**config.mk**
```make
export PLATFORM = sky130hd
export DESIGN_NAME = cpu_core
export DESIGN_NICKNAME = d
export VERILOG_FILES = /design/src/cpu_pkg.sv /design/src/cpu_decode.sv /design/src/cpu_regfile.sv /design/src/cpu_execute.sv /design/src/cpu_core.sv
export VERILOG_INCLUDE_DIRS = /design/src /design/src/src
export SDC_FILE = /design/constraint.sdc
export NUM_CORES = 2
export LEC_CHECK = 0
export CORE_UTILIZATION = 50
export CTS_CLUSTER_DIAMETER = 150
export DETAILED_ROUTE_END_ITERATION = 8
export DONT_BUFFER_PORTS = 1
export PLACE_DENSITY = 0.73
export SLEW_MARGIN = 20
export SYNTH_ARGS = -nofsm -noshare
export SYNTH_HDL_FRONTEND = slang
export SYNTH_SLANG_ARGS = --single-unit
```
**constraint.sdc**
```tcl
create_clock -name clk -period 5.5 [get_ports clk]
set_input_delay 0.55 -clock clk [delete_from_list [all_inputs] [get_ports clk]]
set_output_delay 0.55 -clock clk [all_outputs]
set_load 0.01 [all_outputs]
```
**src/cpu_config.svh**
```systemverilog
`ifndef CPU_CONFIG_SVH
`define CPU_CONFIG_SVH

// Instruction classes, taken from instr[31:30].
`define CLASS_ARITH    2'b00
`define CLASS_BRANCH   2'b01
`define CLASS_MEM      2'b10
`define CLASS_MISC     2'b11

// Opcodes, taken from instr[29:26].
// The arithmetic opcodes double as ALU operation codes.
`define OPCODE_ADD     4'd0
`define OPCODE_SUB     4'd1
`define OPCODE_AND     4'd2
`define OPCODE_OR      4'd3
`define OPCODE_XOR     4'd4
`define OPCODE_LSL     4'd5
`define OPCODE_LSR     4'd6
`define OPCODE_CMP     4'd7
`define OPCODE_MOV     4'd8
`define OPCODE_BNE     4'd1
`define OPCODE_BEQ     4'd2
`define OPCODE_BGT     4'd3
`define OPCODE_BLT     4'd4
`define OPCODE_CALL    4'd5
`define OPCODE_MOVHI   4'd10
`define OPCODE_ORLO    4'd11

// ALU code that passes operand 1 straight through.
`define ALU_PASS_RA    4'd15

// Branch conditions carried in the control bundle.
`define COND_NONE      3'd0
`define COND_NE        3'd1
`define COND_EQ        3'd2
`define COND_GT        3'd3
`define COND_LT        3'd4
`define COND_ALWAYS    3'd7

// Memory access widths as presented on the request port.
`define WIDTH_BYTE     2'd0
`define WIDTH_HALF     2'd1
`define WIDTH_WORD     2'd2

// Register written with the return address by a call.
`define LINK_REG       4'd14

`endif

```
**src/cpu_pkg.sv**
```systemverilog
package cpu_pkg;

	// ====================
	// Scalar types
	// ====================

	// A data word or a byte address.
	typedef logic [31:0] word_t;
	// Index into the 16-entry register file.
	typedef logic [3:0] reg_sel_t;
	// ALU operation code.
	typedef logic [3:0] alu_opc_t;
	// Branch condition code.
	typedef logic [2:0] cond_t;
	// Memory access width code.
	typedef logic [1:0] mem_width_t;
	// Instruction class from the top two bits.
	typedef logic [1:0] iclass_t;

	// ====================
	// Stage bundles
	// ====================

	// Registered control bundle handed from decode to execute.
	// The strobes in here are only ever set for a valid instruction.
	typedef struct packed {
		reg_sel_t   rd_sel;
		logic       update_rd;
		word_t      imm32;
		alu_opc_t   alu_opc;
		cond_t      branch_condition;
		logic       alu_op1_ra;
		logic       alu_op1_rb;
		logic       alu_op2_rb;
		logic       mem_load;
		logic       mem_store;
		mem_width_t mem_width;
		word_t      pc_plus_4;
		iclass_t    instr_class;
		logic       is_call;
		logic       update_flags;
	} decode_ctl_t;

	// Register writeback.
	typedef struct packed {
		logic     valid;
		reg_sel_t sel;
		word_t    data;
	} wb_t;

	// Memory request; load and store are one-cycle strobes.
	typedef struct packed {
		logic       load;
		logic       store;
		mem_width_t width;
		word_t      addr;
		word_t      wdata;
	} mem_req_t;

	// Compare flags.
	typedef struct packed {
		logic z;
		logic gt;
	} flags_t;

endpackage

```
**src/cpu_decode.sv**
```systemverilog
`timescale 1ns/10ps
`include "cpu_config.svh"

module cpu_decode (
	input  logic                 clk,
	input  logic                 rst_n,
	input  logic                 instr_valid,
	input  cpu_pkg::word_t       instr,
	input  cpu_pkg::word_t       pc_plus_4,
	output cpu_pkg::reg_sel_t    ra_sel,
	output cpu_pkg::reg_sel_t    rb_sel,
	output cpu_pkg::decode_ctl_t ctl
);

	// ====================
	// Field extraction
	// ====================

	cpu_pkg::iclass_t iclass;
	logic [3:0] opcode;
	cpu_pkg::word_t imm13;
	cpu_pkg::word_t imm16;
	cpu_pkg::word_t imm24;
	logic is_arith;
	logic is_branch;
	logic is_mem;
	logic is_movhi;
	logic is_orlo;
	logic is_call;
	logic branch_ra;
	cpu_pkg::decode_ctl_t ctl_d;

	assign iclass = instr[31:30];
	assign opcode = instr[29:26];

	// Sign-extended immediates.
	// The branch offset counts words, so it is shifted left by two.
	assign imm13 = {{19{instr[24]}}, instr[24:12]};
	assign imm16 = {{16{instr[25]}}, instr[25:10]};
	assign imm24 = {{6{instr[23]}}, instr[23:0], 2'b00};

	// Register selects go to the register file without a register stage.
	assign ra_sel = instr[11:8];
	assign rb_sel = instr[7:4];

	assign is_arith  = (iclass == `CLASS_ARITH);
	assign is_branch = (iclass == `CLASS_BRANCH);
	assign is_mem    = (iclass == `CLASS_MEM);
	assign is_movhi  = (iclass == `CLASS_MISC) && (opcode == `OPCODE_MOVHI);
	assign is_orlo   = (iclass == `CLASS_MISC) && (opcode == `OPCODE_ORLO);
	assign is_call   = is_branch && (opcode == `OPCODE_CALL);
	// Bit 25 turns a branch into a branch to the address held in Ra.
	assign branch_ra = is_branch && instr[25];

	// ====================
	// Next control bundle
	// ====================

	always_comb begin
		ctl_d = '0;

		// A branch to Ra just passes Ra through the ALU as the target.
		if (is_arith || is_movhi || is_orlo) begin
			ctl_d.alu_opc = opcode;
		end else if (branch_ra) begin
			ctl_d.alu_opc = `ALU_PASS_RA;
		end else begin
			ctl_d.alu_opc = `OPCODE_ADD;
		end

		// Branches add imm24 to PC+4, movhi loads the upper half.
		if (is_branch) begin
			ctl_d.imm32 = imm24;
		end else if (is_movhi) begin
			ctl_d.imm32 = {imm16[15:0], 16'h0000};
		end else if (is_orlo) begin
			ctl_d.imm32 = {16'h0000, imm16[15:0]};
		end else begin
			ctl_d.imm32 = imm13;
		end

		// Operand 1 defaults to PC+4 when neither register is chosen.
		ctl_d.alu_op1_ra = is_arith || is_mem || branch_ra;
		ctl_d.alu_op1_rb = is_orlo;
		ctl_d.alu_op2_rb = is_arith && instr[25];

		// Width field 00 is word, 01 is half, anything else is byte.
		case (instr[27:26])
			2'b00:   ctl_d.mem_width = `WIDTH_WORD;
			2'b01:   ctl_d.mem_width = `WIDTH_HALF;
			default: ctl_d.mem_width = `WIDTH_BYTE;
		endcase

		ctl_d.rd_sel      = is_call ? `LINK_REG : instr[3:0];
		ctl_d.pc_plus_4   = pc_plus_4;
		ctl_d.instr_class = iclass;

		// Everything below has a side effect, so it needs a valid instruction.
		if (instr_valid) begin
			ctl_d.update_rd = (is_arith && (opcode != `OPCODE_CMP)) ||
				is_movhi || is_orlo || is_call;
			ctl_d.update_flags = is_arith && (opcode == `OPCODE_CMP);
			ctl_d.mem_load     = is_mem && !instr[28];
			ctl_d.mem_store    = is_mem && instr[28];
			ctl_d.is_call      = is_call;
			if (is_branch) begin
				case (opcode)
					`OPCODE_BNE: ctl_d.branch_condition = `COND_NE;
					`OPCODE_BEQ: ctl_d.branch_condition = `COND_EQ;
					`OPCODE_BGT: ctl_d.branch_condition = `COND_GT;
					`OPCODE_BLT: ctl_d.branch_condition = `COND_LT;
					default:     ctl_d.branch_condition = `COND_ALWAYS;
				endcase
			end
		end
	end

	// The whole bundle is registered so it lines up with the register reads.
	always_ff @(posedge clk) begin
		if (!rst_n) begin
			ctl <= '0;
		end else begin
			ctl <= ctl_d;
		end
	end

	// A valid strobe with unknown instruction bits would decode unknown strobes.
	assert property (@(posedge clk) disable iff (!rst_n)
		instr_valid |-> !$isunknown(instr));

endmodule

```
**src/cpu_regfile.sv**
```systemverilog
`timescale 1ns/10ps
`include "cpu_config.svh"

module cpu_regfile (
	input  logic              clk,
	input  logic              rst_n,
	input  cpu_pkg::reg_sel_t ra_sel,
	input  cpu_pkg::reg_sel_t rb_sel,
	input  cpu_pkg::wb_t      wb,
	output cpu_pkg::word_t    ra_data,
	output cpu_pkg::word_t    rb_data,
	output cpu_pkg::reg_sel_t ra_sel_q,
	output cpu_pkg::reg_sel_t rb_sel_q
);

	cpu_pkg::word_t regs [16];

	// The write lands one edge after execute presents it on wb.
	// A read of the same register on that edge sees the new value.
	always_ff @(posedge clk) begin
		if (!rst_n) begin
			for (int i = 0; i < 16; i++) begin
				regs[i] <= '0;
			end
			ra_data  <= '0;
			rb_data  <= '0;
			ra_sel_q <= '0;
			rb_sel_q <= '0;
		end else begin
			if (wb.valid) begin
				regs[wb.sel] <= wb.data;
			end
			ra_data  <= (wb.valid && (wb.sel == ra_sel)) ? wb.data : regs[ra_sel];
			rb_data  <= (wb.valid && (wb.sel == rb_sel)) ? wb.data : regs[rb_sel];
			// Execute compares these against its own wb for forwarding.
			ra_sel_q <= ra_sel;
			rb_sel_q <= rb_sel;
		end
	end

	// An unknown select during a write would corrupt an unknown register.
	assert property (@(posedge clk) disable iff (!rst_n)
		wb.valid |-> !$isunknown(wb.sel));

endmodule

```
**src/cpu_execute.sv**
```systemverilog
`timescale 1ns/10ps
`include "cpu_config.svh"

module cpu_execute (
	input  logic                 clk,
	input  logic                 rst_n,
	input  cpu_pkg::decode_ctl_t ctl,
	input  cpu_pkg::word_t       ra_data,
	input  cpu_pkg::word_t       rb_data,
	input  cpu_pkg::reg_sel_t    ra_sel_q,
	input  cpu_pkg::reg_sel_t    rb_sel_q,
	output cpu_pkg::wb_t         wb,
	output cpu_pkg::flags_t      flags,
	output logic                 branch_taken,
	output cpu_pkg::word_t       branch_target,
	output cpu_pkg::mem_req_t    mem
);

	cpu_pkg::word_t ra_val;
	cpu_pkg::word_t rb_val;
	cpu_pkg::word_t op1;
	cpu_pkg::word_t op2;
	cpu_pkg::word_t alu_result;
	cpu_pkg::flags_t cmp_flags;
	logic taken;

	// ====================
	// Operands
	// ====================

	// The previous instruction's result is not in the register file yet.
	// Take it from our own wb register when the selects match.
	assign ra_val = (wb.valid && (wb.sel == ra_sel_q)) ? wb.data : ra_data;
	assign rb_val = (wb.valid && (wb.sel == rb_sel_q)) ? wb.data : rb_data;

	assign op1 = ctl.alu_op1_ra ? ra_val :
		ctl.alu_op1_rb ? rb_val : ctl.pc_plus_4;
	assign op2 = ctl.alu_op2_rb ? rb_val : ctl.imm32;

	// ====================
	// ALU
	// ====================

	always_comb begin
		case (ctl.alu_opc)
			`OPCODE_ADD:   alu_result = op1 + op2;
			`OPCODE_SUB:   alu_result = op1 - op2;
			`OPCODE_AND:   alu_result = op1 & op2;
			`OPCODE_OR:    alu_result = op1 | op2;
			`OPCODE_XOR:   alu_result = op1 ^ op2;
			`OPCODE_LSL:   alu_result = op1 << op2[4:0];
			`OPCODE_LSR:   alu_result = op1 >> op2[4:0];
			`OPCODE_CMP:   alu_result = op1 - op2;
			`OPCODE_MOV:   alu_result = op2;
			`OPCODE_MOVHI: alu_result = op2;
			`OPCODE_ORLO:  alu_result = op1 | op2;
			`ALU_PASS_RA:  alu_result = op1;
			default:       alu_result = '0;
		endcase
	end

	// Compare flags are computed on the raw operands, not the result.
	assign cmp_flags.z  = (op1 == op2);
	assign cmp_flags.gt = $signed(op1) > $signed(op2);

	// ====================
	// Branch decision
	// ====================

	// Conditions test the flags register, which a cmp issued just before
	// has already updated by the time the branch gets here.
	always_comb begin
		taken = 1'b0;
		if (ctl.instr_class == `CLASS_BRANCH) begin
			case (ctl.branch_condition)
				`COND_NE:     taken = !flags.z;
				`COND_EQ:     taken = flags.z;
				`COND_GT:     taken = flags.gt;
				`COND_LT:     taken = !flags.z && !flags.gt;
				`COND_ALWAYS: taken = 1'b1;
				default:      taken = 1'b0;
			endcase
		end
	end

	// ====================
	// Output registers
	// ====================

	always_ff @(posedge clk) begin
		if (!rst_n) begin
			wb            <= '0;
			flags         <= '0;
			branch_taken  <= 1'b0;
			branch_target <= '0;
			mem           <= '0;
		end else begin
			// A call links PC+4 while the ALU produces the target.
			wb.valid <= ctl.update_rd;
			wb.sel   <= ctl.rd_sel;
			wb.data  <= ctl.is_call ? ctl.pc_plus_4 : alu_result;
			if (ctl.update_flags) begin
				flags <= cmp_flags;
			end
			branch_taken  <= taken;
			branch_target <= alu_result;
			// For memory instructions the ALU adds Ra and imm13.
			mem.load  <= ctl.mem_load;
			mem.store <= ctl.mem_store;
			mem.width <= ctl.mem_width;
			mem.addr  <= alu_result;
			mem.wdata <= rb_val;
		end
	end

	// Decode never marks one instruction as both a branch and an access.
	assert property (@(posedge clk) disable iff (!rst_n)
		!(branch_taken && (mem.load || mem.store)));

endmodule

```
**src/cpu_core.sv**
```systemverilog
`timescale 1ns/10ps

module cpu_core (
	input  logic              clk,
	input  logic              rst_n,
	input  logic              instr_valid,
	input  cpu_pkg::word_t    instr,
	input  cpu_pkg::word_t    pc_plus_4,
	output cpu_pkg::wb_t      wb,
	output cpu_pkg::flags_t   flags,
	output logic              branch_taken,
	output cpu_pkg::word_t    branch_target,
	output cpu_pkg::mem_req_t mem
);

	// Decode drives the read selects straight into the register file.
	cpu_pkg::reg_sel_t ra_sel;
	cpu_pkg::reg_sel_t rb_sel;
	// These all change on the same edge and stay aligned into execute.
	cpu_pkg::decode_ctl_t ctl;
	cpu_pkg::word_t ra_data;
	cpu_pkg::word_t rb_data;
	cpu_pkg::reg_sel_t ra_sel_q;
	cpu_pkg::reg_sel_t rb_sel_q;

	cpu_decode decode_i (
		.clk         (clk),
		.rst_n       (rst_n),
		.instr_valid (instr_valid),
		.instr       (instr),
		.pc_plus_4   (pc_plus_4),
		.ra_sel      (ra_sel),
		.rb_sel      (rb_sel),
		.ctl         (ctl)
	);

	// The writeback port loops from execute back into the register file.
	cpu_regfile regfile_i (
		.clk      (clk),
		.rst_n    (rst_n),
		.ra_sel   (ra_sel),
		.rb_sel   (rb_sel),
		.wb       (wb),
		.ra_data  (ra_data),
		.rb_data  (rb_data),
		.ra_sel_q (ra_sel_q),
		.rb_sel_q (rb_sel_q)
	);

	cpu_execute execute_i (
		.clk           (clk),
		.rst_n         (rst_n),
		.ctl           (ctl),
		.ra_data       (ra_data),
		.rb_data       (rb_data),
		.ra_sel_q      (ra_sel_q),
		.rb_sel_q      (rb_sel_q),
		.wb            (wb),
		.flags         (flags),
		.branch_taken  (branch_taken),
		.branch_target (branch_target),
		.mem           (mem)
	);

endmodule

```
==> reports/results.tsv <==
stage	metric	value	unit
yosys	synth_area	46500	µm²
grt	antenna_found_initial	9	
yosys	async_reset_ff_frac	0	
clocking	post-cts-setup-buffer-count	0	
placed_design	io_buffer_count	0	
floorplanning	std_cell_rows	111	
placed_design	post-dp-hpwl	138700	µm
yosys	syn-num-nets	4444	
routing	detail_route.first_pass.iterations	9	
final_layout	finish.utilization	0.5720	
final_layout	drive_gt1_frac	0.2142	
critical_path	capture_point_of_the_worst_path	execute_i.wb[31]	
floorplanning	chipWidth	307.0	µm
yosys	yosysWarningCount	0	
grt	pin_count_of_the_biggest_net_entering_global_routing	132	
yosys	synth.ff_latch_count	779	
critical_path	startpoint	execute_i.wb[33]	
floorplanning	die_outline_area	94230	µm²
yosys	synth_enable_flop_cells	512	
yosys	post_synth_num_cell_types	97	
clocking	worst_setup_hold_path_clk_slew	0.06	ns
yosys	synth.yosys.seq_area_share	0.4455	
critical_path	reg2reg_to	execute_i.wb[31]	
power	p_leak	0.01929	µW
flow_run	max_cap_viol_count	0	
hold_path	hold_path.startpoint	instr[22]	
routing	total_vias_in_the_final_route	39020	
critical_path	end_kind	flip-flop	
grt	global_route.usage.total	0.4188	
critical_path	worst_setup_path_start_kind	flip-flop	
clocking	clock_insertion_delay_at_the_later_pin_of_the_skew_report	0.71	ns
final_layout	mostFrequentLayoutCells	and2_1, edfxtp_1, buf_4, mux4_2, nand2_1	
routing	drt_iter0_drc	6127	
floorplanning	start_util	0.5058	
power	worst_ir_drop_vdd	283.7	µV
clocking	cts-buffers-inserted	84	
timing	worst_clock_skew	0.04925	ns
routing	wirelength	199100	µm
floorplanning	die_y	307.0	µm
timing	setup_tns	0	ns
clocking	number_of_buffers_on_the_longest_clock_path	3	
yosys	synth.top_cell.area_share	0.3306	
outcome	status	finished, violations left	
timing	setup_viol	0	
critical_path	worstPathArrival	5.86	ns
power	power_total	16030	µW
yosys	synth_top_area_cell	edfxtp_1	
routing	drcViolationCount	6	
final_layout	nets	4480	
timing	hold_violations	0	
critical_path	crit-reg2reg-launch	execute_i.wb[33]	
critical_path	path_class	reg2reg	
clocking	cts_num_sinks	779	
final_layout	area_growth_syn_to_layout	13.08	%
critical_path	cp.required	6.06	ns
yosys	yosys-top-cells-area	edfxtp_1, mux4_2, dfxtp_1	
routing	drtAntennaViolNets	0	
timing	relSlewSlack	0.1392	
grt	first_global_vias	37650	
critical_path	r2r.worst_path.cells	22	
timing	fmax	0.1886	GHz
final_layout	final_common_cell	and2_1	
grt	grt_overflow_total	0	
yosys	mean_cell_area_of_the_mapped_netlist	10.87	µm²
timing	final_clock_period_utilization_by_the_worst_path	0.9639	
critical_path	crit_fanout	34	
timing	report.final.slew_viol_count	0	
timing	tightest_slew	1.281	ns
outcome	violations	DRC	
yosys	dominantRegCellSynth	edfxtp_1	
timing	fin_worst_hold_slack	0.01543	ns
floorplanning	core_area	91940	µm²
clocking	cts_h_tree_lvls	3	
power	power.density	304.9	nW/µm²
yosys	cell_count_after_synthesis	4278	
routing	avgViaCountPerCell	6.932	
hold_path	timing.hold.worst.class	in2reg	
critical_path	r2r_setup_slack	0.20	ns
floorplanning	top_level_ports	207	
timing	grt_setup_unrepaired	no	
placed_design	place.gp.congestion	1.152	
clocking	cts_tree	done	
timing	min_tclk_post_route	5.302	ns
grt	wire_length_of_the_first_global_routing_pass	279600	µm
clocking	cts_root_buffer	clkbuf_16	
routing	route.detailed.wl_per_inst	35.36	µm
-- worst min-delay path by stage --
stage / endpoint / cells after the start
floorplan: execute_i.branch_taken / 1
global placement: execute_i.branch_taken / 1
detailed placement: execute_i.branch_taken / 1
CTS: decode_i.ctl[72] / 2
global route: decode_i.ctl[11] / 1
finish: decode_i.ctl[74] / 2
-- per-layer routing --
layer,share of wire,global-route usage,up-vias
met5,0.00023,0,-
met2,0.44,0.6246,3094
met3,0.13,0.1109,710
met4,0.074,0.2641,6
met1,0.36,0.5432,19200
li1,-,-,16010
-- worst max-delay path: stages (launching register included) --
cell and delay, ns:
dfxtp_1 0.34, buf_4 0.20, nand2b_2 0.10, o221a_2 0.21
buf_12 0.24, nand4_1 0.16, a311oi_1 0.47, nor2_2 0.09
inv_1 0.30, ha_1 0.33, buf_4 0.18, a21o_1 0.17
a221oi_1 0.31, buf_4 0.19, and3b_1 0.18, a21oi_1 0.09
buf_4 0.17, o31a_1 0.34, a31o_2 0.28, nand2_1 0.09
nor3_1 0.10, nor4_2 0.44, a31oi_1 0.15
-- sequential cells by signal, indices dropped and copies added, names as in the netlist --
name                     flops
regfile_i.ra_data           32
execute_i.wb                37
regfile_i.rb_sel_q           4
regfile_i.ra_sel_q           4
execute_i.branch_taken       1
execute_i.flags              2
execute_i.mem               36
regfile_i.rb_data           32
execute_i.branch_target     32
decode_i.ctl                87
regfile_i.regs             512
-- logic make-up after synthesis --
family                   after synthesis  synth area share
AND/OR/NAND/NOR                     1592            0.1835
AO/OA/AOI/OAI                        869            0.1233
multiplexers                         371            0.1661
flip-flops                           779            0.4455
adder cells (fa/ha/maj)               99           0.02696
XOR/XNOR                              27          0.005408
buffers and inverters                541           0.04921
-- layout make-up --
class	instances	area [µm²]
diodes	3	7.507
flip-flops and latches	779	20730
repair buffers	385	3138
clock inverters	41	518.0
fillers	7686	39360
well taps	1243	1555
multi-input cells	2958	23910
inverters	106	400.4
clock buffers	114	2328
-- report_power, final --
group | internal, µW | total (µW) | switching [µW]
logic | 1210 | 3280 | 2070
registers | 6520 | 6840 | 317
clock network | 3420 | 5920 | 2500
total | 11100 | 16000 | 4890
-- per-stage QoR --
step | setup slack, ns | std cells | cell area (µm²)
floorplan | 0.7343 | 4278 | 46500
global placement | 0.03372 | 5422 | 49120
detailed placement | 0.003539 | 5424 | 49160
CTS | 0.06095 | 5625 | 52480
global route | 0.006270 | 5626 | 52580
finish | 0.1983 | 5629 | 52590
-- cells in the mapped netlist (63+ instances only) --
master and instances:
nand2_1 292, and2_1 595, clkbuf_1 316, nor2_1 271, a211oi_1 65, o31ai_1 63, nor3_1 192, inv_1 100
mux4_2 320, ha_1 97, dfxtp_1 267, a21oi_1 273, edfxtp_1 512, o21ai_0 151
-- what timing repair did --
item / in CTS / in global routing
hold buffers: 46 / 0
pin swaps: 0 / 0
gates cloned: 0 / 0
gates resized for setup: 1 / 17
endpoints found under the setup margin: 3 / 34
hold endpoints to repair: 55 / 0
Power figures use the tool's default switching activity.
